$ cat config.mk
export PLATFORM = sky130hd
export DESIGN_NAME = rs_cluster_top
export DESIGN_NICKNAME = d
export VERILOG_FILES = /design/src/design/ooo_inst_pkg.sv /design/src/design/ooo_bus_pkg.sv /design/src/design/payload_fifo.sv /design/src/design/rs_entry.sv /design/src/design/rs_scheduler.sv /design/src/design/alu_pipe.sv /design/src/design/rs_cluster_top.sv
export VERILOG_INCLUDE_DIRS = /design/src /design/src/design
export SDC_FILE = /design/constraint.sdc
export NUM_CORES = 1
export LEC_CHECK = 0
export ABC_CLOCK_PERIOD_IN_PS = 5610
export BUFFER_PORTS_ARGS = -buffer_cell sky130_fd_sc_hd__clkbuf_2
export CORE_ASPECT_RATIO = 2
export CORE_UTILIZATION = 50
export DETAILED_ROUTE_END_ITERATION = 10
export GPL_TIMING_DRIVEN = 0
export HOLD_SLACK_MARGIN = 0.1
export PLACE_DENSITY = 0.7
export REMOVE_ABC_BUFFERS = 1
export SETUP_SLACK_MARGIN = 0.4
export SLEW_MARGIN = 5
export SYNTH_ARGS = -nofsm -noshare
export SYNTH_HDL_FRONTEND = slang
export SYNTH_SLANG_ARGS = --single-unit
$ cat constraint.sdc
create_clock -name clock -period 5.61 [get_ports clock]
set_input_delay 0.2805 -clock clock [delete_from_list [all_inputs] [get_ports clock]]
set_output_delay 0.2805 -clock clock [all_outputs]
set_load 0.01 [all_outputs]
$ cat src/design/ooo_defs.svh
// Sizing macros for the reservation station cluster
// Entry count, tag and data widths, buffer depths
`ifndef OOO_DEFS_SVH
`define OOO_DEFS_SVH

`default_nettype none

// Number of reservation station entries
`define RS_SIZE 4

// Producer and destination tag width
`define TAG_BITS 5

// Data path width
`define XLEN 32

// Dispatch buffer depth, also the front end's starting credit count
`define DISPATCH_DEPTH 4

// Result buffer depth, also the scheduler's starting credit count
`define RESULT_DEPTH 4

`default_nettype wire

`endif

$ cat src/design/ooo_inst_pkg.sv
// Instruction side types
// ALU operation codes, operands and the dispatch packet
`include "ooo_defs.svh"

`default_nettype none

package ooo_inst_pkg;

    // Integer ALU operations
    // Shifts take the low 5 bits of operand b, slt compares signed
    typedef enum logic [2:0] {
        op_add = 3'd0,
        op_sub = 3'd1,
        op_and = 3'd2,
        op_or  = 3'd3,
        op_xor = 3'd4,
        op_sll = 3'd5,
        op_srl = 3'd6,
        op_slt = 3'd7
    } alu_op_e;

    // Value when valid, otherwise the producer tag sits in the low bits
    typedef struct packed {
        logic              valid;
        logic [`XLEN-1:0]  value;
    } operand_t;

    // One decoded operation from the front end
    typedef struct packed {
        alu_op_e               op;
        logic [`TAG_BITS-1:0]  dest_tag;
        operand_t              a;
        operand_t              b;
    } dispatch_t;

endpackage

`default_nettype wire

$ cat src/design/ooo_bus_pkg.sv
// Bus side types
// ALU issue packet and CDB broadcast
`include "ooo_defs.svh"

`default_nettype none

package ooo_bus_pkg;

    // Ready operation sent from the scheduler to the ALU
    typedef struct packed {
        ooo_inst_pkg::alu_op_e  op;
        logic [`TAG_BITS-1:0]   dest_tag;
        logic [`XLEN-1:0]       a_value;
        logic [`XLEN-1:0]       b_value;
    } issue_t;

    // One broadcast on the common data bus
    typedef struct packed {
        logic                  valid;
        logic [`TAG_BITS-1:0]  tag;
        logic [`XLEN-1:0]      value;
    } cdb_t;

endpackage

`default_nettype wire

$ cat src/design/payload_fifo.sv
// Circular buffer with a type parameter for its payload
`timescale 1ns/1ps

`default_nettype none

module payload_fifo #(
    parameter type payload_t = logic,
    parameter int  DEPTH     = 4
) (
    input  wire logic clock,
    input  wire logic reset,
    input  wire logic push,
    input  payload_t  push_data,
    input  wire logic pop,
    output payload_t  head,
    output logic      not_empty
);

    localparam int PTR_BITS   = (DEPTH > 1) ? $clog2(DEPTH) : 1;
    localparam int COUNT_BITS = $clog2(DEPTH + 1);

    payload_t              mem [DEPTH];
    logic [PTR_BITS-1:0]   rd_ptr;
    logic [PTR_BITS-1:0]   wr_ptr;
    logic [COUNT_BITS-1:0] count;

    assign not_empty = (count != '0);
    assign head      = mem[rd_ptr];

    always_ff @(posedge clock or posedge reset) begin
        if (reset) begin
            rd_ptr <= '0;
            wr_ptr <= '0;
            count  <= '0;
        end else begin
            if (push) begin
                wr_ptr <= (wr_ptr == PTR_BITS'(DEPTH - 1)) ? '0 : wr_ptr + 1'b1;
            end
            if (pop) begin
                rd_ptr <= (rd_ptr == PTR_BITS'(DEPTH - 1)) ? '0 : rd_ptr + 1'b1;
            end
            if (push && !pop) begin
                count <= count + 1'b1;
            end else if (pop && !push) begin
                count <= count - 1'b1;
            end
        end
    end

    // Storage
    always_ff @(posedge clock) begin
        if (push) begin
            mem[wr_ptr] <= push_data;
        end
    end

    // Credit holders upstream keep these from ever firing
    a_no_overflow: assert property (@(posedge clock) disable iff (reset)
        push |-> (count != COUNT_BITS'(DEPTH)));
    a_no_underflow: assert property (@(posedge clock) disable iff (reset)
        pop |-> not_empty);

endmodule

`default_nettype wire

$ cat src/design/rs_entry.sv
// Single reservation station entry
// Holds one operation and captures pending operands from the CDB
`timescale 1ns/1ps
`include "ooo_defs.svh"

`default_nettype none

module rs_entry (
    input  wire logic                clock,
    input  wire logic                reset,
    input  wire logic                load,
    input  ooo_inst_pkg::dispatch_t  load_data,
    input  wire logic                free,
    input  ooo_bus_pkg::cdb_t        cdb,
    output logic                     busy,
    output logic                     ready,
    output ooo_bus_pkg::issue_t      entry_data
);

    ooo_inst_pkg::alu_op_e  op;
    logic [`TAG_BITS-1:0]   dest_tag;
    logic                   a_valid;
    logic                   b_valid;
    // Operand value, or producer tag in the low bits while pending
    logic [`XLEN-1:0]       a_field;
    logic [`XLEN-1:0]       b_field;

    logic a_hit_load;
    logic b_hit_load;
    logic a_hit_wait;
    logic b_hit_wait;

    ////////////////////////////////////////////////////////////////////////////
    // Tag match against the CDB, for incoming and held operands
    ////////////////////////////////////////////////////////////////////////////
    assign a_hit_load = cdb.valid && !load_data.a.valid &&
                        (cdb.tag == load_data.a.value[`TAG_BITS-1:0]);
    assign b_hit_load = cdb.valid && !load_data.b.valid &&
                        (cdb.tag == load_data.b.value[`TAG_BITS-1:0]);
    assign a_hit_wait = cdb.valid && busy && !a_valid && (cdb.tag == a_field[`TAG_BITS-1:0]);
    assign b_hit_wait = cdb.valid && busy && !b_valid && (cdb.tag == b_field[`TAG_BITS-1:0]);

    always_ff @(posedge clock or posedge reset) begin
        if (reset) begin
            busy    <= 1'b0;
            a_valid <= 1'b0;
            b_valid <= 1'b0;
        end else if (load) begin
            busy    <= 1'b1;
            a_valid <= load_data.a.valid || a_hit_load;
            b_valid <= load_data.b.valid || b_hit_load;
        end else begin
            if (free) begin
                busy <= 1'b0;
            end
            if (a_hit_wait) begin
                a_valid <= 1'b1;
            end
            if (b_hit_wait) begin
                b_valid <= 1'b1;
            end
        end
    end

    // Operation and operand payload
    always_ff @(posedge clock) begin
        if (load) begin
            op       <= load_data.op;
            dest_tag <= load_data.dest_tag;
            a_field  <= a_hit_load ? cdb.value : load_data.a.value;
            b_field  <= b_hit_load ? cdb.value : load_data.b.value;
        end else begin
            if (a_hit_wait) begin
                a_field <= cdb.value;
            end
            if (b_hit_wait) begin
                b_field <= cdb.value;
            end
        end
    end

    assign ready      = busy && a_valid && b_valid;
    assign entry_data = '{op: op, dest_tag: dest_tag, a_value: a_field, b_value: b_field};

    // Scheduler only allocates entries that are free
    a_load_when_free: assert property (@(posedge clock) disable iff (reset)
        load |-> !busy);

endmodule

`default_nettype wire

$ cat src/design/rs_scheduler.sv
// Reservation station scheduler
// Free entry allocation, ready entry issue, result credit counter
`timescale 1ns/1ps
`include "ooo_defs.svh"

`default_nettype none

module rs_scheduler (
    input  wire logic                 clock,
    input  wire logic                 reset,
    input  wire logic                 fifo_not_empty,
    output logic                      fifo_pop,
    input  wire logic [`RS_SIZE-1:0]  entry_busy,
    input  wire logic [`RS_SIZE-1:0]  entry_ready,
    output logic [`RS_SIZE-1:0]       entry_load,
    output logic [`RS_SIZE-1:0]       entry_free,
    input  ooo_bus_pkg::issue_t       entry_data [`RS_SIZE],
    output logic                      issue_valid,
    output ooo_bus_pkg::issue_t       issue_data,
    input  wire logic                 result_pop
);

    localparam int IDX_BITS    = (`RS_SIZE > 1) ? $clog2(`RS_SIZE) : 1;
    localparam int CREDIT_BITS = $clog2(`RESULT_DEPTH + 1);

    logic [IDX_BITS-1:0]    alloc_idx;
    logic [IDX_BITS-1:0]    issue_idx;
    logic [CREDIT_BITS-1:0] credits;
    logic                   have_credit;

    // Priority encoder, lowest set bit wins
    function automatic logic [IDX_BITS-1:0] lowest_index(input logic [`RS_SIZE-1:0] vec);
        logic [IDX_BITS-1:0] idx;
        idx = '0;
        for (int i = `RS_SIZE - 1; i >= 0; i--) begin
            if (vec[i]) begin
                idx = IDX_BITS'(i);
            end
        end
        return idx;
    endfunction

    ////////////////////////////////////////////////////////////////////////////
    // Allocation
    ////////////////////////////////////////////////////////////////////////////
    assign alloc_idx  = lowest_index(~entry_busy);
    assign fifo_pop   = fifo_not_empty && !(&entry_busy);
    assign entry_load = fifo_pop ? (`RS_SIZE'(1) << alloc_idx) : '0;

    ////////////////////////////////////////////////////////////////////////////
    // Issue
    ////////////////////////////////////////////////////////////////////////////
    assign have_credit = (credits != '0);
    assign issue_idx   = lowest_index(entry_ready);
    assign issue_valid = have_credit && (|entry_ready);
    assign issue_data  = entry_data[issue_idx];
    assign entry_free  = issue_valid ? (`RS_SIZE'(1) << issue_idx) : '0;

    // One credit per free result buffer slot
    always_ff @(posedge clock or posedge reset) begin
        if (reset) begin
            credits <= CREDIT_BITS'(`RESULT_DEPTH);
        end else begin
            case ({result_pop, issue_valid})
                2'b10:   credits <= credits + 1'b1;
                2'b01:   credits <= credits - 1'b1;
                default: credits <= credits;
            endcase
        end
    end

    a_credit_bound: assert property (@(posedge clock) disable iff (reset)
        credits <= CREDIT_BITS'(`RESULT_DEPTH));
    // An issue at zero credits would wrap the counter upward
    a_issue_needs_credit: assert property (@(posedge clock) disable iff (reset)
        issue_valid && !result_pop |=> credits < $past(credits));

endmodule

`default_nettype wire

$ cat src/design/alu_pipe.sv
// Two-stage integer ALU with tagged results
`timescale 1ns/1ps
`include "ooo_defs.svh"

`default_nettype none

module alu_pipe (
    input  wire logic            clock,
    input  wire logic            reset,
    input  wire logic            issue_valid,
    input  ooo_bus_pkg::issue_t  issue_data,
    output ooo_bus_pkg::cdb_t    result
);

    logic                  s1_valid;
    ooo_bus_pkg::issue_t   s1_data;
    logic [`XLEN-1:0]      alu_value;
    logic                  res_valid;
    logic [`TAG_BITS-1:0]  res_tag;
    logic [`XLEN-1:0]      res_value;

    always_ff @(posedge clock or posedge reset) begin
        if (reset) begin
            s1_valid  <= 1'b0;
            res_valid <= 1'b0;
        end else begin
            s1_valid  <= issue_valid;
            res_valid <= s1_valid;
        end
    end

    // Stage one operand register
    always_ff @(posedge clock) begin
        s1_data <= issue_data;
    end

    always_comb begin
        case (s1_data.op)
            ooo_inst_pkg::op_add: alu_value = s1_data.a_value + s1_data.b_value;
            ooo_inst_pkg::op_sub: alu_value = s1_data.a_value - s1_data.b_value;
            ooo_inst_pkg::op_and: alu_value = s1_data.a_value & s1_data.b_value;
            ooo_inst_pkg::op_or:  alu_value = s1_data.a_value | s1_data.b_value;
            ooo_inst_pkg::op_xor: alu_value = s1_data.a_value ^ s1_data.b_value;
            ooo_inst_pkg::op_sll: alu_value = s1_data.a_value << s1_data.b_value[4:0];
            ooo_inst_pkg::op_srl: alu_value = s1_data.a_value >> s1_data.b_value[4:0];
            default: alu_value = `XLEN'($signed(s1_data.a_value) < $signed(s1_data.b_value));
        endcase
    end

    // Stage two result register
    always_ff @(posedge clock) begin
        res_tag   <= s1_data.dest_tag;
        res_value <= alu_value;
    end

    assign result = '{valid: res_valid, tag: res_tag, value: res_value};

endmodule

`default_nettype wire

$ cat src/design/rs_cluster_top.sv
// Issue cluster top level
// Dispatch buffer, reservation entries, scheduler, ALU and result buffer
`timescale 1ns/1ps
`include "ooo_defs.svh"

`default_nettype none

module rs_cluster_top (
    input  wire logic                clock,
    input  wire logic                reset,
    input  wire logic                dispatch_valid,
    input  ooo_inst_pkg::dispatch_t  dispatch_data,
    output logic                     dispatch_credit,
    output ooo_bus_pkg::cdb_t        cdb
);

    ooo_inst_pkg::dispatch_t  disp_head;
    logic                     disp_not_empty;
    logic                     disp_pop;
    logic [`RS_SIZE-1:0]      entry_busy;
    logic [`RS_SIZE-1:0]      entry_ready;
    logic [`RS_SIZE-1:0]      entry_load;
    logic [`RS_SIZE-1:0]      entry_free;
    ooo_bus_pkg::issue_t      entry_data [`RS_SIZE];
    logic                     issue_valid;
    ooo_bus_pkg::issue_t      issue_data;
    ooo_bus_pkg::cdb_t        alu_result;
    ooo_bus_pkg::cdb_t        res_head;
    logic                     res_not_empty;

    // Each pop hands one credit back to the front end
    assign dispatch_credit = disp_pop;

    payload_fifo #(.payload_t(ooo_inst_pkg::dispatch_t), .DEPTH(`DISPATCH_DEPTH)) dispatch_fifo_i (
        .clock(clock), .reset(reset),
        .push(dispatch_valid), .push_data(dispatch_data),
        .pop(disp_pop), .head(disp_head), .not_empty(disp_not_empty)
    );

    for (genvar i = 0; i < `RS_SIZE; i++) begin : g_entry
        rs_entry rs_entry_i (
            .clock(clock), .reset(reset),
            .load(entry_load[i]), .load_data(disp_head),
            .free(entry_free[i]), .cdb(cdb),
            .busy(entry_busy[i]), .ready(entry_ready[i]), .entry_data(entry_data[i])
        );
    end

    rs_scheduler rs_scheduler_i (
        .clock(clock), .reset(reset),
        .fifo_not_empty(disp_not_empty), .fifo_pop(disp_pop),
        .entry_busy(entry_busy), .entry_ready(entry_ready),
        .entry_load(entry_load), .entry_free(entry_free), .entry_data(entry_data),
        .issue_valid(issue_valid), .issue_data(issue_data), .result_pop(cdb.valid)
    );

    alu_pipe alu_pipe_i (
        .clock(clock), .reset(reset),
        .issue_valid(issue_valid), .issue_data(issue_data), .result(alu_result)
    );

    payload_fifo #(.payload_t(ooo_bus_pkg::cdb_t), .DEPTH(`RESULT_DEPTH)) result_fifo_i (
        .clock(clock), .reset(reset),
        .push(alu_result.valid), .push_data(alu_result),
        .pop(cdb.valid), .head(res_head), .not_empty(res_not_empty)
    );

    // Buffer head is the broadcast, popped at the end of the cycle
    assign cdb = '{valid: res_not_empty, tag: res_head.tag, value: res_head.value};

endmodule

`default_nettype wire

==> results.md, run 1 <==
* WP data arrival at about 5.6 ns
* Yosys warning total at 0
* Vias at around 30000
* Distinct cell type count after synthesis at 83
* Detailed placement HPWL at 99700 µm
* #FFs+latches synth at just under 900
* Num CTS Buffers at 75
* Worst hold slack at around 0.3 ns
* Largest area contributor in the netlist: edfxtp_1
* Setup violators final at 0
* Fin crit period at about 5 ns
* Final Cycle Share at between 80% and 90%
* Fill cells at approximately 6700
* Post-synthesis instance total at between 3000 and 4000
* Number of global-route vias before repair at 30500
* Syn Area/Cell at roughly 13 µm²
* Gpl congestion at about 1.0
* Drt wl/cell at 30.1 µm
* Clk_lat worst skew at 0.67 ns
* Top cells by area, synth: edfxtp_1 52%, mux4_2 8.2%, nor2_1 6.2%
* Worst-margin pin slew at 1.61 ns
* CTS tree: built
* Top cell type's share of synthesized area at 51.8%
* Drt drc at 0
* Fin area at 0.0482 mm²
* I/O pins at ~120
* Critical Path End Type: flop
* Failing checks: max-capacitance violations, max-slew violations
* Initial core utilization at between 50 and 60%
* Max IR drop VDD at between 0.5 and 0.6 mV
* Layout cells sized above 1 at between 15 and 20%
* RSZ-0062 raised after global routing: no
* WL met2 at 72200 µm
* Area Growth Syn to Fin at 13.7%
* Asr flop ratio synth at between 3 and 4%
* Type of the tightest min-delay check: primary input to async pin
* Initial DRC Count at between 2000 and 3000
* Nets at between 3000 and 4000
* Synth Flop Type: edfxtp_1
* Largest net degree at the start of global routing at 67
* DR vias/cell at about 6.4
* Netlist Area Pre-Place at between 0.04 and 0.05 mm²
* CORE AREA at ~0.084 mm²
* Setup CP Type: flop to flop
* Clock skew at between 0.02 and 0.03 ns
* Clk buf depth at 3
* Gr usage total at approximately 33%
* ANT nets after route at 0
* DP Worst Slack at -0.266 ns
* Count of buffers from port buffering at roughly 120
* Worst setup margin at ~0.59 ns
* M1 WL at about 47000 µm
* Final Util at 57.6%
* Leakage at around 17 nW
* Row Count at 150
* Type of origin of the critical path: flop
* Pins Over Slew Limit at 2
* Dpl cell area at roughly 0.045 mm²
* Fmax at 199 MHz
* Top Layer Used: met4
* Number of detailed-route iterations in the first pass at 9
* Die area at ~0.086 mm²
* Clk slew on worst S/H paths at 0.07 ns
* Final hold violations at 0
* CP required at about 6.2 ns
* Metal3 WL at about 8400 µm
* Die height at slightly above 400 µm
* Seq/Total Area, Yosys at slightly below 60%
* Die Wd at about 210 µm
* GRT overflow at 0
* First-pass GRT wire length at just over 200000 µm
* Power Density at ~630 mW/mm²
* Register-to-Register Path Depth at 12
* Initial antenna violation count at 3
* Setup TNS Final at 0 ns
* Most common cell in the netlist: edfxtp_1
* Max Cap Viol at 1
* Slew headroom at -8.44%
* Synth cell count leaders: 732 x edfxtp_1, 705 x nor2_1, 162 x o21ai_0
* Post-synth EDFFs at roughly 730
* Status: finished with violations
* Max H-tree Level at 3
* Routed WL at between 100000 and 150000 µm
* Root Buffer: clkbuf_16
* Worst Path Max Fanout at 47
* Sink Count at 872
layout by cell type, fill, tap and decap left out, types with 12 or more instances in the layout:
cell             n
inv_1          109
mux2_4          25
nand3_1         29
buf_16          12
a221o_1         14
xor2_1          17
mux4_2         155
clkbuf_16       79
mux2_2          77
nand4_1         19
clkbuf_2       115
edfxtp_1       732
clkbuf_1        16
dfrtp_1         26
buf_12          23
mux2i_1        110
a22oi_1        100
xnor2_1         51
dlygate4sd3_1   76
nor3_1          29
o22ai_1         34
o211ai_1        12
nor2_1         701
o21ai_0        159
buf_4           54
a221oi_1        26
a211oi_1        29
ha_1           115
nand2_1        100
dfxtp_1        102
o21bai_1        15
a21o_1          26
a21oi_1        119
final timing paths:
check / slack, ns / end / startpoint
hold / removal: 0.31 / dispatch_fifo_i.wr_ptr[0]$_DFFE_PP0P_ / reset
hold reg to reg: 0.33 / alu_pipe_i.res_tag[1]$_DFF_P_ / alu_pipe_i.s1_data[65]$_DFF_P_
setup reg to reg: 0.59 / alu_pipe_i.res_value[21]$_DFF_P_ / alu_pipe_i.s1_data[3]$_DFF_P_
min in group clock: 0.33 / alu_pipe_i.res_tag[1]$_DFF_P_ / alu_pipe_i.s1_data[65]$_DFF_P_
setup / recovery: 0.59 / alu_pipe_i.res_value[21]$_DFF_P_ / alu_pipe_i.s1_data[3]$_DFF_P_
max in group asynchronous: 4.67 / result_fifo_i.rd_ptr[0]$_DFFE_PP0N_ / reset
what timing repair did:
item / 4_1_cts / 5_1_grt
pin swaps: 0 / 0
setup endpoints to repair: 6 / 3
resized for setup: 4 / 3
buffers inserted: 0 / 1
hold endpoints to repair: 329 / 0
hold buffers: 76 / 0
cells by family after synthesis:
| kind of cell | Yosys count | synth area share [%] |
|---|---|---|
| xor gates and xnor gates | 68 | 1.40 |
| buffers and inverters | 319 | 3.13 |
| AOI/OAI and AO/OA | 639 | 10.0 |
| muxes | 367 | 13.7 |
| and+or+nand+nor | 963 | 9.36 |
| adders and majority gates | 119 | 3.58 |
| DFF | 872 | 58.8 |
worst max-delay path, cell delays in order (launching register included):
cell,delay [ns]
dfxtp_2,0.60
buf_12,0.28
inv_2,0.37
ha_1,0.62
a221oi_1,0.11
or3_1,0.32
a21o_1,0.27
a41oi_1,0.63
o221a_2,0.37
nor2_1,0.05
nor2_1,0.33
o221ai_1,0.39
a221o_1,0.46
power breakdown:
part / switching (W) / leakage (nW) / internal, W
clock: 0.00239 / 1.21 / 0.00288
combinational: 0.00969 / 8.32 / 0.00529
sequential: 0.00138 / 7.96 / 0.00867
metrics by stage:
stage / total power, W / cells
2_1_floorplan: 0.0186 / 3145
3_3_place_gp: 0.0244 / 4324
3_5_place_dp: 0.0245 / 4423
4_1_cts: 0.0299 / 4638
5_1_grt: 0.0314 / 4641
6_report: 0.0303 / 4642
sequential cells by signal, summed over array words and instances (netlist names), 4 cells and up:
signal,flops
g_entry.rs_entry_i.b_field,128
alu_pipe_i.res_value,32
g_entry.rs_entry_i.busy,4
g_entry.rs_entry_i.dest_tag,20
g_entry.rs_entry_i.op,12
result_fifo_i.mem,148
alu_pipe_i.res_tag,5
alu_pipe_i.s1_data,72
g_entry.rs_entry_i.b_valid,4
g_entry.rs_entry_i.a_valid,4
g_entry.rs_entry_i.a_field,128
dispatch_fifo_i.mem,296
final cells by class:
cell class                 instances  area (µm²)  area share, %
timing repair buffer             292        2670           5.54
inverter                         117         447          0.926
clock inverter                    34         297          0.615
clock buffer                     105        2170           4.51
antenna                            2        5.00         0.0104
multi-input combinational       2156       16300           33.9
tap                             1064        1330           2.76
sequential                       872       25000           51.8
metal layers:
metal,global-route usage (%),vias to the layer above
li1,-,12900
met1,35.0,14800
met2,58.4,1421
met3,5.22,500
met4,25.9,0
met5,0,-
No activity file was read; power rests on OpenSTA's default activity.
==> inputs of run 2 (changes only) <==
- ABC_AREA: default -> 1
==> results.md, run 2 <==
* Number of detailed-route iterations in the first pass at 6
* Leakage at about 21 nW
* CTS tree: built
* Sink Count at about 870
* Initial DRC Count at 3535
* Final Cycle Share at between 90% and 100%
* Layout cells sized above 1 at 7.67%
* Top cell type's share of synthesized area at between 40 and 50%
* Row Count at about 160
* Clk_lat worst skew at 0.69 ns
* Most common cell in the netlist: nand2_1
* Asr flop ratio synth at 3.56%
* Clock skew at between 0.03 and 0.04 ns
* Slew headroom at -5.50%
* I/O pins at 116
* Status: finished with violations
* Die area at a little over 0.09 mm²
* Routed WL at between 150000 and 200000 µm
* Largest Register: dispatch_fifo_i.mem
* Largest register FFs at 296
* Synth Flop Type: edfxtp_1
* Worst hold slack at between 0.2 and 0.3 ns
* Netlist Area Pre-Place at 0.0461 mm²
* Count of buffers from port buffering at 115
* CP peak stage delay at around 1.3 ns
* ANT nets after route at 0
* Initial core utilization at between 50% and 60%
* Drt drc at 0
* Nets at roughly 5600
* Worst-margin pin slew at approximately 1.6 ns
* Critical Path End Type: flop
* Max H-tree Level at 3
* Setup CP Type: flop to flop
* WP data arrival at 5.56 ns
* Number of global-route vias before repair at around 38000
* Drt wl/cell at between 20 and 25 µm
* Fill cells at about 8000
* Most common cell after layout, fill and taps aside: nand2_1
* GRT overflow at 0
* Dpl cell area at 0.0480 mm²
* Cell mode on critical path: nand2_1
* Setup TNS Final at 0 ns
* Post-synth EDFFs at roughly 730
* Finished Layout Cells at 6642
* Buf+Inv Stages, Crit Path at 3
* Top cells by area, synth: edfxtp_1 48%, nand2_1 12%, nand3_1 8.9%
* Fin crit period at a little over 5 ns
* Fmax at roughly 200 MHz
* DR vias/cell at 5.88
* Type of the tightest min-delay check: primary input to async pin
* #FFs+latches synth at between 800 and 900
* Cell family with most CP delay: simple AND/OR/NAND/NOR gates
* Die Wd at 217 µm
* Top Registers: dispatch_fifo_i.mem: 296 flops, result_fifo_i.mem: 148 flops
* Num CTS Buffers at slightly below 80
* Placed Cells at ~6400
* Cell count along the critical path at 13
* Die height at around 430 µm
* Largest area contributor in the netlist: edfxtp_1
* Worst Path Max Fanout at slightly above 100
* Area Growth Syn to Fin at 12.0%
* Detailed placement HPWL at approximately 110000 µm
* First-pass GRT wire length at roughly 230000 µm
* Most frequent cells in the layout: 1511 x nand2_1, 819 x nand3_1, 732 x edfxtp_1, 534 x inv_1, 286 x nor2_1
* Setup violators final at 0
* Gr usage total at 34.2%
* Pins Over Slew Limit at 34
* Failing checks: max-capacitance violations, max-slew violations
* Max IR drop VDD at roughly 0.45 mV
* Syn Area/Cell at roughly 8.6 µm²
* Clk slew on worst S/H paths at roughly 0.070 ns
* Vias at around 40000
* Gpl congestion at 1.06
* Max Cap Viol at 2
* CP required at 6.04 ns
* Power Density at 640 mW/mm²
* CP max-delay cell: nor2_2
* Post-synthesis instance total at 5365
* Register-to-Register Path Depth at 13
* Seq/Total Area, Yosys at a little over half
* Initial antenna violation count at 3
* Root Buffer: clkbuf_16
* Fin area at approximately 0.052 mm²
* Largest net degree at the start of global routing at roughly 100
* RSZ-0062 raised after global routing: yes
* Yosys warning total at 0
* Synth cell count leaders: 1520 x nand2_1, 820 x nand3_1, 732 x edfxtp_1
* Crit-path cells: buf_16 > inv_6 > buf_16 > nand2_1 > nand2_1 > nand2_1 > nand2_1 > nor2_1 > nand2_1 > nor2_2 > nand4_1 > nand3_1 > nand2_1
* CORE AREA at 0.0913 mm²
* Type of origin of the critical path: flop
* Final hold violations at 0
* Distinct cell type count after synthesis at 45
* Clk buf depth at 3
[run 2: timing repair]
action | in CTS | in global routing
setup buffers | 0 | 6
endpoints found under the hold margin | 329 | 0
gates resized for setup | 0 | 0
hold buffers | 76 | 0
cloned | 2 | 3
setup endpoints to repair | 83 | 260
pin swaps | 2 | 4
[run 2: routing by layer]
layer  up-vias  wire length (µm)  track usage (%)
li1      18200                 -                -
met1     18200             51600             34.0
met2      1968             82000             61.1
met3       680             11500             5.72
met4         0             15900             29.7
met5         -                 0                0
[run 2: worst reg2reg max path, cell delays in order, from the launching register on]
cell,delay (ns)
dfrtp_4,0.94
buf_16,0.35
inv_6,0.30
buf_16,0.32
nand2_1,0.18
nand2_1,0.06
nand2_1,0.06
nand2_1,0.11
nor2_1,0.21
nand2_1,0.30
nor2_2,1.29
nand4_1,0.45
nand3_1,0.23
nand2_1,0.08
[run 2: path summary, 6_finish.rpt]
check | from | to | slack, ns
setup / recovery | dispatch_fifo_i.rd_ptr[0]$_DFFE_PP0P_ | g_entry[3].rs_entry_i.b_field[16]$_DFFE_PP_ | 0.48
hold / removal | reset | rs_scheduler_i.credits[0]$_DFFE_PP0P_ | 0.28
setup reg to reg | dispatch_fifo_i.rd_ptr[0]$_DFFE_PP0P_ | g_entry[3].rs_entry_i.b_field[16]$_DFFE_PP_ | 0.48
hold reg to reg | alu_pipe_i.s1_data[65]$_DFF_P_ | alu_pipe_i.res_tag[1]$_DFF_P_ | 0.33
max in group asynchronous | reset | result_fifo_i.rd_ptr[1]$_DFFE_PP0N_ | 4.78
min in group clock | alu_pipe_i.s1_data[65]$_DFF_P_ | alu_pipe_i.res_tag[1]$_DFF_P_ | 0.33
[run 2: cells by family after synthesis]
| family | count (synthesis) | share of synthesized area [%] |
|---|---|---|
| muxes | 1 | 0.0244 |
| buffers and inverters | 871 | 7.40 |
| DFF | 872 | 54.1 |
| xor gates and xnor gates | 15 | 0.285 |
| and+or+nand+nor | 2868 | 26.9 |
| adders and majority gates | 119 | 3.30 |
| AOI/OAI and AO/OA | 619 | 7.94 |
[run 2: layout make-up]
type                       instances  area (µm²)  area share, %
clock buffer                      96        2150           4.17
timing repair buffer             243        2400           4.65
clock inverter                    46         583           1.13
sequential                       872       25000           48.4
multi-input combinational       3627       17900           34.6
antenna                            3        7.51         0.0145
inverter                         563        2140           4.14
tap                             1192        1490           2.89
[run 2: power breakdown]
part / switching, W / internal, W
Combinational: 0.0127 / 0.00469
Sequential: 0.00103 / 0.00883
Clock: 0.00243 / 0.00330
Total: 0.0162 / 0.0168
[run 2: metrics by stage]
step	power, W	util (%)	setup WS [ns]
after global routing	0.0346	56.5	0.335
after floorplan	0.0199	-	-2.33
after detailed placement	0.0266	52.5	0.347
final	0.0330	56.5	0.481
after global placement	0.0259	51.3	-8.99
after CTS	0.0324	56.4	0.387
